## src/hw/revo_link_config.svh

```systemverilog
`ifndef REVO_LINK_CONFIG_SVH
`define REVO_LINK_CONFIG_SVH

// --------------------
// Link word sizes
// --------------------

// Samples per clock127 word from the 4x sampler
`define REVO_WIDTH 4

// Bits per serialized output symbol
`define SYMBOL_WIDTH 8

// --------------------
// Activity reporting
// --------------------

// Window length is 2**ACTIVITY_WINDOW_LOG2 cycles
`define ACTIVITY_WINDOW_LOG2 8

`endif

```

## src/hw/revo_link_pkg.sv

```systemverilog
`include "revo_link_config.svh"

package revo_link_pkg;

	// One deserialized word, bit 0 is the earliest sample
	typedef logic [`REVO_WIDTH-1:0] stream_word_t;

	// Sample index inside a word
	typedef logic [$clog2(`REVO_WIDTH)-1:0] phase_t;

	// One output symbol
	typedef logic [`SYMBOL_WIDTH-1:0] symbol_t;

	// --------------------
	// Symbol constants
	// --------------------

	// Idle frames
	localparam symbol_t SYMBOL_NULL = '0;

	// Marker frames, alternating bit pairs
	localparam symbol_t SYMBOL_MARKER = symbol_t'(8'b11001100);

endpackage

```

## src/hw/marker_if.sv

```systemverilog
`timescale 1ns/1ps

interface marker_if import revo_link_pkg::*; ();

	// One bit per sample that rose against the previous word
	stream_word_t pulse;

	// Some sample of the word was high
	logic level;

	// Level rose this cycle
	logic onset;

	// Lowest set pulse bit
	phase_t phase;

	modport source (output pulse, output level, output onset, output phase);

	modport sink (input pulse, input level, input onset, input phase);

endinterface

```

## src/hw/activity_monitor.sv

```systemverilog
`timescale 1ns/1ps
`include "revo_link_config.svh"

module activity_monitor import revo_link_pkg::*; (
	input logic clock127,
	input logic reset,
	marker_if.sink marker,
	output logic activity
);

	logic [`ACTIVITY_WINDOW_LOG2-1:0] window_count;
	logic window_end;
	logic seen;

	// Last cycle of the window
	assign window_end = &window_count;

	always_ff @(posedge clock127 or posedge reset) begin
		if (reset) begin
			window_count <= '0;
			seen <= 1'b0;
			activity <= 1'b0;
		end else begin
			window_count <= window_count + 1'b1;
			if (window_end) begin
				activity <= seen;
				// Onset in the wrap cycle belongs to the next window
				seen <= marker.onset;
			end else if (marker.onset) begin
				seen <= 1'b1;
			end
		end
	end

endmodule

```

## src/hw/marker_detector.sv

```systemverilog
`timescale 1ns/1ps
`include "revo_link_config.svh"

module marker_detector import revo_link_pkg::*; (
	input logic clock127,
	input logic reset,
	input stream_word_t stream,
	marker_if.source marker
);

	stream_word_t stream_q;
	stream_word_t prev_word;
	stream_word_t rise;
	phase_t first_rise;

	// Samples that are high now and were low one word earlier
	assign rise = stream_q & ~prev_word;

	// Earliest rising sample wins
	always_comb begin
		first_rise = '0;
		for (int i = `REVO_WIDTH - 1; i >= 0; i--) begin
			if (rise[i]) begin
				first_rise = phase_t'(i);
			end
		end
	end

	always_ff @(posedge clock127 or posedge reset) begin
		if (reset) begin
			stream_q <= '0;
			prev_word <= '0;
			marker.pulse <= '0;
			marker.level <= 1'b0;
			marker.onset <= 1'b0;
			marker.phase <= '0;
		end else begin
			stream_q <= stream;
			prev_word <= stream_q;
			marker.pulse <= rise;
			marker.level <= |stream_q;
			// Registered level still holds the previous word here
			marker.onset <= (|stream_q) & ~marker.level;
			marker.phase <= first_rise;
		end
	end

endmodule

```

## src/hw/phase_aligner.sv

```systemverilog
`timescale 1ns/1ps

module phase_aligner import revo_link_pkg::*; (
	input logic clock127,
	input logic reset,
	marker_if.sink marker,
	output phase_t phase_select,
	output stream_word_t phase_pattern,
	output logic phase_locked,
	output logic [7:0] phase_errors
);

	logic thermometer;
	logic clean;
	logic mismatch;

	// --------------------
	// Clean marker test
	// --------------------

	// Pulse must be all ones from its phase up to the latest sample
	assign thermometer = (marker.pulse == (stream_word_t'('1) << marker.phase));
	assign clean = marker.onset & thermometer;

	// Only counted once a phase has been taken
	assign mismatch = phase_locked & clean & (marker.phase != phase_select);

	// --------------------
	// Lock and error count
	// --------------------

	always_ff @(posedge clock127 or posedge reset) begin
		if (reset) begin
			phase_select <= '0;
			phase_pattern <= '0;
			phase_locked <= 1'b0;
		end else if (!phase_locked && clean) begin
			phase_select <= marker.phase;
			phase_pattern <= marker.pulse;
			phase_locked <= 1'b1;
		end
	end

	// Saturates at 255
	always_ff @(posedge clock127 or posedge reset) begin
		if (reset) begin
			phase_errors <= '0;
		end else if (mismatch && phase_errors != 8'hff) begin
			phase_errors <= phase_errors + 8'd1;
		end
	end

endmodule

```

## src/hw/revo_link_top.sv

```systemverilog
`timescale 1ns/1ps

module revo_link_top import revo_link_pkg::*; (
	input logic clock127,
	input logic reset,
	input stream_word_t revo_stream,
	output logic trigger,
	output logic marker_level,
	output logic serial_out,
	output logic frame_start,
	output phase_t phase_select,
	output stream_word_t phase_pattern,
	output logic phase_locked,
	output logic [7:0] phase_errors,
	output logic activity
);

	logic marker_strobe;
	symbol_t symbol;

	// Detected marker shared by three consumers
	marker_if marker_bus ();

	// --------------------
	// Detection
	// --------------------

	marker_detector detector0 (
		.clock127(clock127),
		.reset(reset),
		.stream(revo_stream),
		.marker(marker_bus.source)
	);

	// --------------------
	// Consumers
	// --------------------

	phase_aligner aligner0 (
		.clock127(clock127),
		.reset(reset),
		.marker(marker_bus.sink),
		.phase_select(phase_select),
		.phase_pattern(phase_pattern),
		.phase_locked(phase_locked),
		.phase_errors(phase_errors)
	);

	trigger_encoder encoder0 (
		.clock127(clock127),
		.reset(reset),
		.marker(marker_bus.sink),
		.trigger(trigger),
		.marker_level(marker_level),
		.marker_strobe(marker_strobe),
		.symbol(symbol)
	);

	// Frames the encoder's symbol onto serial_out
	symbol_serializer serializer0 (
		.clock127(clock127),
		.reset(reset),
		.marker_strobe(marker_strobe),
		.symbol(symbol),
		.serial_out(serial_out),
		.frame_start(frame_start)
	);

	activity_monitor monitor0 (
		.clock127(clock127),
		.reset(reset),
		.marker(marker_bus.sink),
		.activity(activity)
	);

endmodule

```

## src/hw/symbol_serializer.sv

```systemverilog
`timescale 1ns/1ps
`include "revo_link_config.svh"

module symbol_serializer import revo_link_pkg::*; (
	input logic clock127,
	input logic reset,
	input logic marker_strobe,
	input symbol_t symbol,
	output logic serial_out,
	output logic frame_start
);

	logic [2:0] frame_count;
	logic boundary;
	logic pending;
	symbol_t held_symbol;
	symbol_t next_symbol;
	logic load_marker;
	symbol_t shift_reg;

	// Load happens on the edge that wraps the frame counter
	assign boundary = (frame_count == 3'd7);

	// A strobe in the boundary cycle still makes this frame
	assign load_marker = pending | marker_strobe;
	assign next_symbol = marker_strobe ? symbol : held_symbol;

	// --------------------
	// Framing
	// --------------------

	always_ff @(posedge clock127 or posedge reset) begin
		if (reset) begin
			frame_count <= '0;
			frame_start <= 1'b0;
		end else begin
			frame_count <= frame_count + 3'd1;
			frame_start <= boundary;
		end
	end

	// --------------------
	// Pending marker
	// --------------------

	// Repeated strobes before the load merge into one marker
	always_ff @(posedge clock127 or posedge reset) begin
		if (reset) begin
			pending <= 1'b0;
		end else if (boundary) begin
			pending <= 1'b0;
		end else if (marker_strobe) begin
			pending <= 1'b1;
		end
	end

	always_ff @(posedge clock127) begin
		if (marker_strobe) begin
			held_symbol <= symbol;
		end
	end

	// MSB first shift-out
	always_ff @(posedge clock127 or posedge reset) begin
		if (reset) begin
			shift_reg <= SYMBOL_NULL;
		end else if (boundary) begin
			shift_reg <= load_marker ? next_symbol : SYMBOL_NULL;
		end else begin
			shift_reg <= shift_reg << 1;
		end
	end

	assign serial_out = shift_reg[`SYMBOL_WIDTH-1];

endmodule

```

## src/hw/trigger_encoder.sv

```systemverilog
`timescale 1ns/1ps

module trigger_encoder import revo_link_pkg::*; (
	input logic clock127,
	input logic reset,
	marker_if.sink marker,
	output logic trigger,
	output logic marker_level,
	output logic marker_strobe,
	output symbol_t symbol
);

	logic onset_q;

	always_ff @(posedge clock127 or posedge reset) begin
		if (reset) begin
			onset_q <= 1'b0;
			marker_level <= 1'b0;
		end else begin
			onset_q <= marker.onset;
			// Acknowledge level follows the marker
			marker_level <= marker.level;
		end
	end

	// One cycle per marker onset
	assign trigger = onset_q;

	// Same strobe toward the serializer
	assign marker_strobe = onset_q;

	// Symbol offered only while the strobe is high
	assign symbol = onset_q ? SYMBOL_MARKER : SYMBOL_NULL;

endmodule

```

## config.mk

```make
export PLATFORM = sky130hd
export DESIGN_NAME = revo_link_top
export DESIGN_NICKNAME = d
export VERILOG_FILES = /design/src/hw/revo_link_pkg.sv /design/src/hw/marker_if.sv /design/src/hw/activity_monitor.sv /design/src/hw/marker_detector.sv /design/src/hw/phase_aligner.sv /design/src/hw/revo_link_top.sv /design/src/hw/symbol_serializer.sv /design/src/hw/trigger_encoder.sv
export VERILOG_INCLUDE_DIRS = /design/src /design/src/hw
export SDC_FILE = /design/constraint.sdc
export NUM_CORES = 1
export LEC_CHECK = 0
export BUFFER_PORTS_ARGS = -buffer_cell sky130_fd_sc_hd__clkbuf_2
export CAP_MARGIN = 30
export CORE_AREA = 3 3 81 83
export CTS_CLUSTER_DIAMETER = 100
export DETAILED_ROUTE_END_ITERATION = 7
export DIE_AREA = 0 0 84 86
export MAX_ROUTING_LAYER = met4
export PLACE_DENSITY = 0.65
export SYNTH_ARGS = -nofsm -noshare
export SYNTH_HDL_FRONTEND = slang
export SYNTH_SLANG_ARGS = --single-unit
```

## constraint.sdc

```tcl
create_clock -name clock127 -period 2.1 [get_ports clock127]
set_input_delay 0.525 -clock clock127 [delete_from_list [all_inputs] [get_ports clock127]]
set_output_delay 0.525 -clock clock127 [all_outputs]
set_load 0.02 [all_outputs]
```

After elaboration in Yosys (flattened, before gate mapping)
Index checks and enable logic that the tools add are counted.

Memories kept: 0. Latch bits: 0. Flip-flop bits (word level): 64. Bits in writable memories: 0. Memory bits (read-only): 0.

Equal/unequal tests: 4. Shifts and indexed selects: 1. Multiplexer cells: 11. Bitwise operators: 8. Multipliers: 0. Add/sub/neg operators: 3. Div/mod/pow operators: 0. Reduce and logical (&&, ||, !) cells: 7. Magnitude comparators: 0.

Operator list (count): 8-bit 2-to-1 mux (3); 8-bit by 1-bit adder with 8-bit output, second input constant (2); 2-bit 2-to-1 mux (4); 8-bit != test, second input constant (1); 8-bit AND reduction (1); 1-bit AND (4); 4-bit AND (1); 4-bit equality test (1); 1-bit 2-to-1 mux (4); 4-bit NOT (1); 2-bit nonzero test (2); 4-bit OR reduction (1); 4-bit by 2-bit left shift with 4-bit output, first input constant (1); 3-bit by 1-bit adder with 3-bit output, second input constant (1); 3-bit equality test, second input constant (1); 1-bit logical AND (2); 2-bit != test (1); 1-bit logical NOT (1); 1-bit NOT (1); 1-bit bitwise OR (1).

Longest topological paths before layout
Depth after elaboration: 6. Mapped depth: 6. Gate-level depth less buffers: 5.

Cells and area by module
A second synthesis with hierarchy kept.

Cell total of the unflattened synthesis: 212. Area total of the unflattened synthesis: 2570.0 µm².

Modules (own cells, without submodules): symbol_serializer (area an instance 822.0 µm², seq. area each 485.5 µm², cells an instance 79, times used 1); phase_aligner (area an instance 744.5 µm², seq. area each 375.4 µm², cells an instance 63, times used 1); marker_detector (area an instance 475.5 µm², seq. area each 400.4 µm², cells an instance 28, times used 1); activity_monitor (area an instance 402.9 µm², seq. area each 250.2 µm², cells an instance 29, times used 1); trigger_encoder (area an instance 125.1 µm², seq. area each 50.0 µm², cells an instance 13, times used 1).

Worst setup path after synthesis
OpenSTA, ideal clock, no wires.

Path kind: register -> register. Start point: register aligner0.phase_errors[0]. End point: register aligner0.phase_errors[1]. Path slack: 0.437 ns. Arrival time: 1.538 ns. Setup time: 0.125 ns. Path buffers: 1. Stages on the path, launching flop included: 7. Period minus slack after synthesis: 1.663 ns. Data required time: 1.975 ns. Cell sequence: dfrtp_1 -> ha_1 -> nand4_1 -> and2_0 -> clkbuf_1 -> nand3_2 -> mux2_4.

Longest elaborated chain between the ends: 2. Elaborated cells on any way between the ends: 3.

Ends and longest elaborated chain: start: declaration (line phase_aligner.sv:10) `output logic [7:0] phase_errors`; start signal: assignment (line phase_aligner.sv:49) `phase_errors <= phase_errors + 8'd1;`; branches (longest 2 deep; another with 8-bit by 1-bit adder with 8-bit output).

Parallel ways; which one is timed is not known. A chain may end at the register's enable or synchronous reset.

Worst setup path in the final report
Start point: register detector0.marker.phase[0]. End point: register aligner0.phase_errors[1].

Longest elaborated chain between the ends: 6. Elaborated cells on any way between the ends: 7.

Ends and longest elaborated chain: start: declaration (line marker_if.sv:17) `modport source (output pulse, output level, output onset, output phase);`; start signal: assignment (line marker_detector.sv:44) `marker.phase <= first_rise;`; 4-bit by 2-bit left shift with 4-bit output (line phase_aligner.sv:22) `assign thermometer = (marker.pulse == (stream_word_t'('1) << marker.phase));`; 4-bit equality test (line phase_aligner.sv:22); 1-bit AND (line phase_aligner.sv:23) `assign clean = marker.onset & thermometer;`; 1-bit AND (line phase_aligner.sv:26) `assign mismatch = phase_locked & clean & (marker.phase != phase_select);`; 1-bit AND (*) (line phase_aligner.sv:26); 1-bit logical AND (*) (line phase_aligner.sv:48) `end else if (mismatch && phase_errors != 8'hff) begin`.

Every way passes the cells marked *; elsewhere a longest branch is shown, timed or not.

==> results.md <==
* Tightest Pin Transition at 0.522 ns
* DR DRC count at 0
* IO buf count at 25
* CTS max path bufs at 2
* Seq cells post-synth at 64
* Fmax at between 0.5 and 0.6 GHz
* Boundary pin count at 26
* Area occupied by multi-input gates at roughly 760 µm²
* Layout net count at 220
* Gr usage total at 0.116
* Num rows at 28
* Clock-pin slew on the worst setup and hold paths at around 0.070 ns
* Die area at a little over 7000 µm²
* Mapped Nets at roughly 190
* WHS at around 0.22 ns
* Fin. max-slew vios at 0
* Synth Area in Simple Gates at 0.160
* Cell-internal power at around 1.9 mW
* Cell Area, Synth at between 2000 and 2500 µm²
* Crit path launch type: flip-flop
* Die Ht at between 80 and 90 µm
* RSZ-0062 raised after global routing: false
* Sequential Power Share at 0.528
* Post-synthesis xor/xnor area fraction at 0.0595
* Worst stage delay on the critical path at around 0.43 ns
* Critical Path Fanout Max at 8
* Top-area cell type share of the netlist area at 0.595
* Final worst-path cycle share at 0.809
* Status: finished, final reports clean
* Antenna Violating Nets Remaining at 0
* Total CTS buffers at 9
* ANT cells at 0
* Worst hold path class: in2async
* Clk_skew at around 0.0038 ns
* Vias per cell at ~4.6
* Ys async rst share at 0.875
* Primary FF master, synth: dfrtp_1
* H-tree depth at 3
* Synth area leaders: dfrtp_1 59%, dfxtp_1 6.8%, xnor2_1 4.1%
* Commonest cells after routing, fill and taps aside: 56 x dfrtp_1, 25 x clkbuf_2
* Register area at about 1600 µm²
* Largest net degree at the start of global routing at 57
* Initial core utilization at 0.398
* Setup TNS at 0 ns
* CP top delay family: simple AND/OR/NAND/NOR gates
* Drt initial violations at 46
* Comb power frac at 0.043
* Routed wire length at ~3400 µm
* Number of flops mapped to enable cells by yosys at 0
* Fillcell total at between 500 and 600
* Slew headroom at 0.652
* Post-synth cell types at 32
* Clk_lat worst skew at ~0.33 ns
* CORE AREA at about 5900 µm²
* Hold Buf Count CTS at 0
* Multiplexer share of the synthesized area at 0.0414
* Switch share at 0.218
* Post-synthesis sequential area ratio at 0.663
* Commonest non-fill, non-tap cell in the layout: dfrtp_1
* Post-CTS Resized at 0
* Endpoint type of the worst setup path: flip-flop
* Min Tclk post-route at ~1.7 ns
* Syn_area_per_cell at between 10 and 15 µm²
* Buf/Inv on CP at 0
* Initial antenna violation count at 0
* Max Cap Viol at 0
* Layout cell share with drive strength beyond 1 at 0.293
* # setup viols final at 0
* CTS tree: done
* Pre-antenna DRT Iters at 4
* Final hold viol count at 0
* PwrDens at just under 900 nW/µm²
* Grt total ovfl at 0
* Peak VDD IR at around 0.00043 V
* Die width at roughly 84 µm
* Net switching component of the power at 0.532 mW
* CP arrival at 1.92 ns
* Main combinational cell family by area after synthesis: simple AND/OR/NAND/NOR gates
* Clock share of power at 0.429
* Compound-cell area share of the yosys netlist at 0.0388
* Crit path required time at 2.32 ns
* Slowest CP cell: dfrtp_1
* Total number of vias at 1337
* Drt wl/cell at approximately 12 µm
* Cells after Synth at between 150 and 200
* Vias in the first global route at roughly 1400
* Clk sink count at 64
* LEAKAGE at approximately 1.3 nW
* CP Cell Sequence: xor2_1 > a31oi_2 > nor3_4 > nand3_2 > mux2_4
* Synth area leader: dfrtp_1
* First-pass GRT wire length at approximately 6200 µm
* CP Class: reg2reg
* Gpl congestion at roughly 0.71
* Post-Synth Adder-Cell Area at 0.0212
* Area delta synth->final at 18.1%
* Root buf cell: clkbuf_8
* YS warnings at 0
* Setup Buffers After CTS at 0
* Post-DP HPWL at 2280 µm
-- cells in the mapped netlist (2+ instances only) --
master,n
dfrtp_1,56
nor2_1,11
nor2b_1,11
xnor2_1,11
a21oi_1,9
dfxtp_1,8
nand3_1,8
nand2_1,6
or2_2,6
inv_1,5
xor2_1,5
and3_1,4
clkbuf_1,4
ha_1,4
mux2_2,4
nand4_1,4
a31o_2,3
and4_1,2
mux2_1,2
mux2_4,2
nand2b_1,2
-- metal layers --
metal  vias up  GRT usage  wire (µm)
met5         -          -          0
met4         0     0.0526         29
met3         4     0.0557        223
met2        28      0.171       1580
met1       641      0.133       1540
li1        664          -          -
-- power groups by stage --
stage	Combinational, mW	Sequential (mW)	Clock [mW]
4_1_cts	0.109	1.29	1.09
2_1_floorplan	0.0724	1.31	0
5_1_grt	0.120	1.29	1.15
6_report	0.105	1.29	1.05
3_5_place_dp	0.108	1.31	0
3_3_place_gp	0.108	1.31	0
-- worst reg2reg max path, delay by kind of cell (launching register included) --
family,cells,cell delay [ns]
flip-flops,1,0.43
XOR/XNOR,1,0.21
AO/OA/AOI/OAI,1,0.17
AND/OR/NAND/NOR,2,0.46
multiplexers,1,0.32
-- path summary, 6_finish.rpt --
path	startpoint	end	slack [ns]	cells after the start
worst min-delay path	reset	detector0.stream_q[3]$_DFF_PP0_	0.22	3
max in group asynchronous	reset	aligner0.phase_pattern[1]$_DFFE_PP0P_	1.65	3
worst max register to register	detector0.marker.phase[0]$_DFF_PP0_	aligner0.phase_errors[1]$_DFFE_PP0P_	0.40	5
worst max-delay path	detector0.marker.phase[0]$_DFF_PP0_	aligner0.phase_errors[1]$_DFFE_PP0P_	0.40	5
worst min register to register	detector0.stream_q[3]$_DFF_PP0_	detector0.prev_word[3]$_DFF_PP0_	0.39	0
min in group clock127	revo_stream[3]	detector0.stream_q[3]$_DFF_PP0_	0.30	1
-- layout make-up --
cell class,instances,area share
timing repair buffer,26,0.0522
clock buffer,11,0.0544
inverter,5,0.00675
clock inverter,5,0.0198
multi-input combinational,104,0.272
tap,75,0.0337
sequential,64,0.561
-- per-stage QoR --
step	cells	setup slack, ns	power [mW]	utilization	instance area [µm²]
6_report	290	0.401	2.44	0.470	2780
3_5_place_dp	274	0.374	1.42	0.435	2570
4_1_cts	290	0.373	2.49	0.470	2780
5_1_grt	290	0.254	2.57	0.470	2780
3_3_place_gp	274	0.449	1.42	0.435	2570
2_1_floorplan	178	0.204	1.39	-	2360
-- kinds of logic (layout without fill, tap and decap cells) --
family          count (synthesis)  in the layout
mux                             8              8
compound gates                 14             14
simple gates                   62             62
fa+ha+maj                       4              4
buf+inv                        10             47
xor+xnor                       16             16
flops                          64             64
Power figures use the tool's default switching activity.
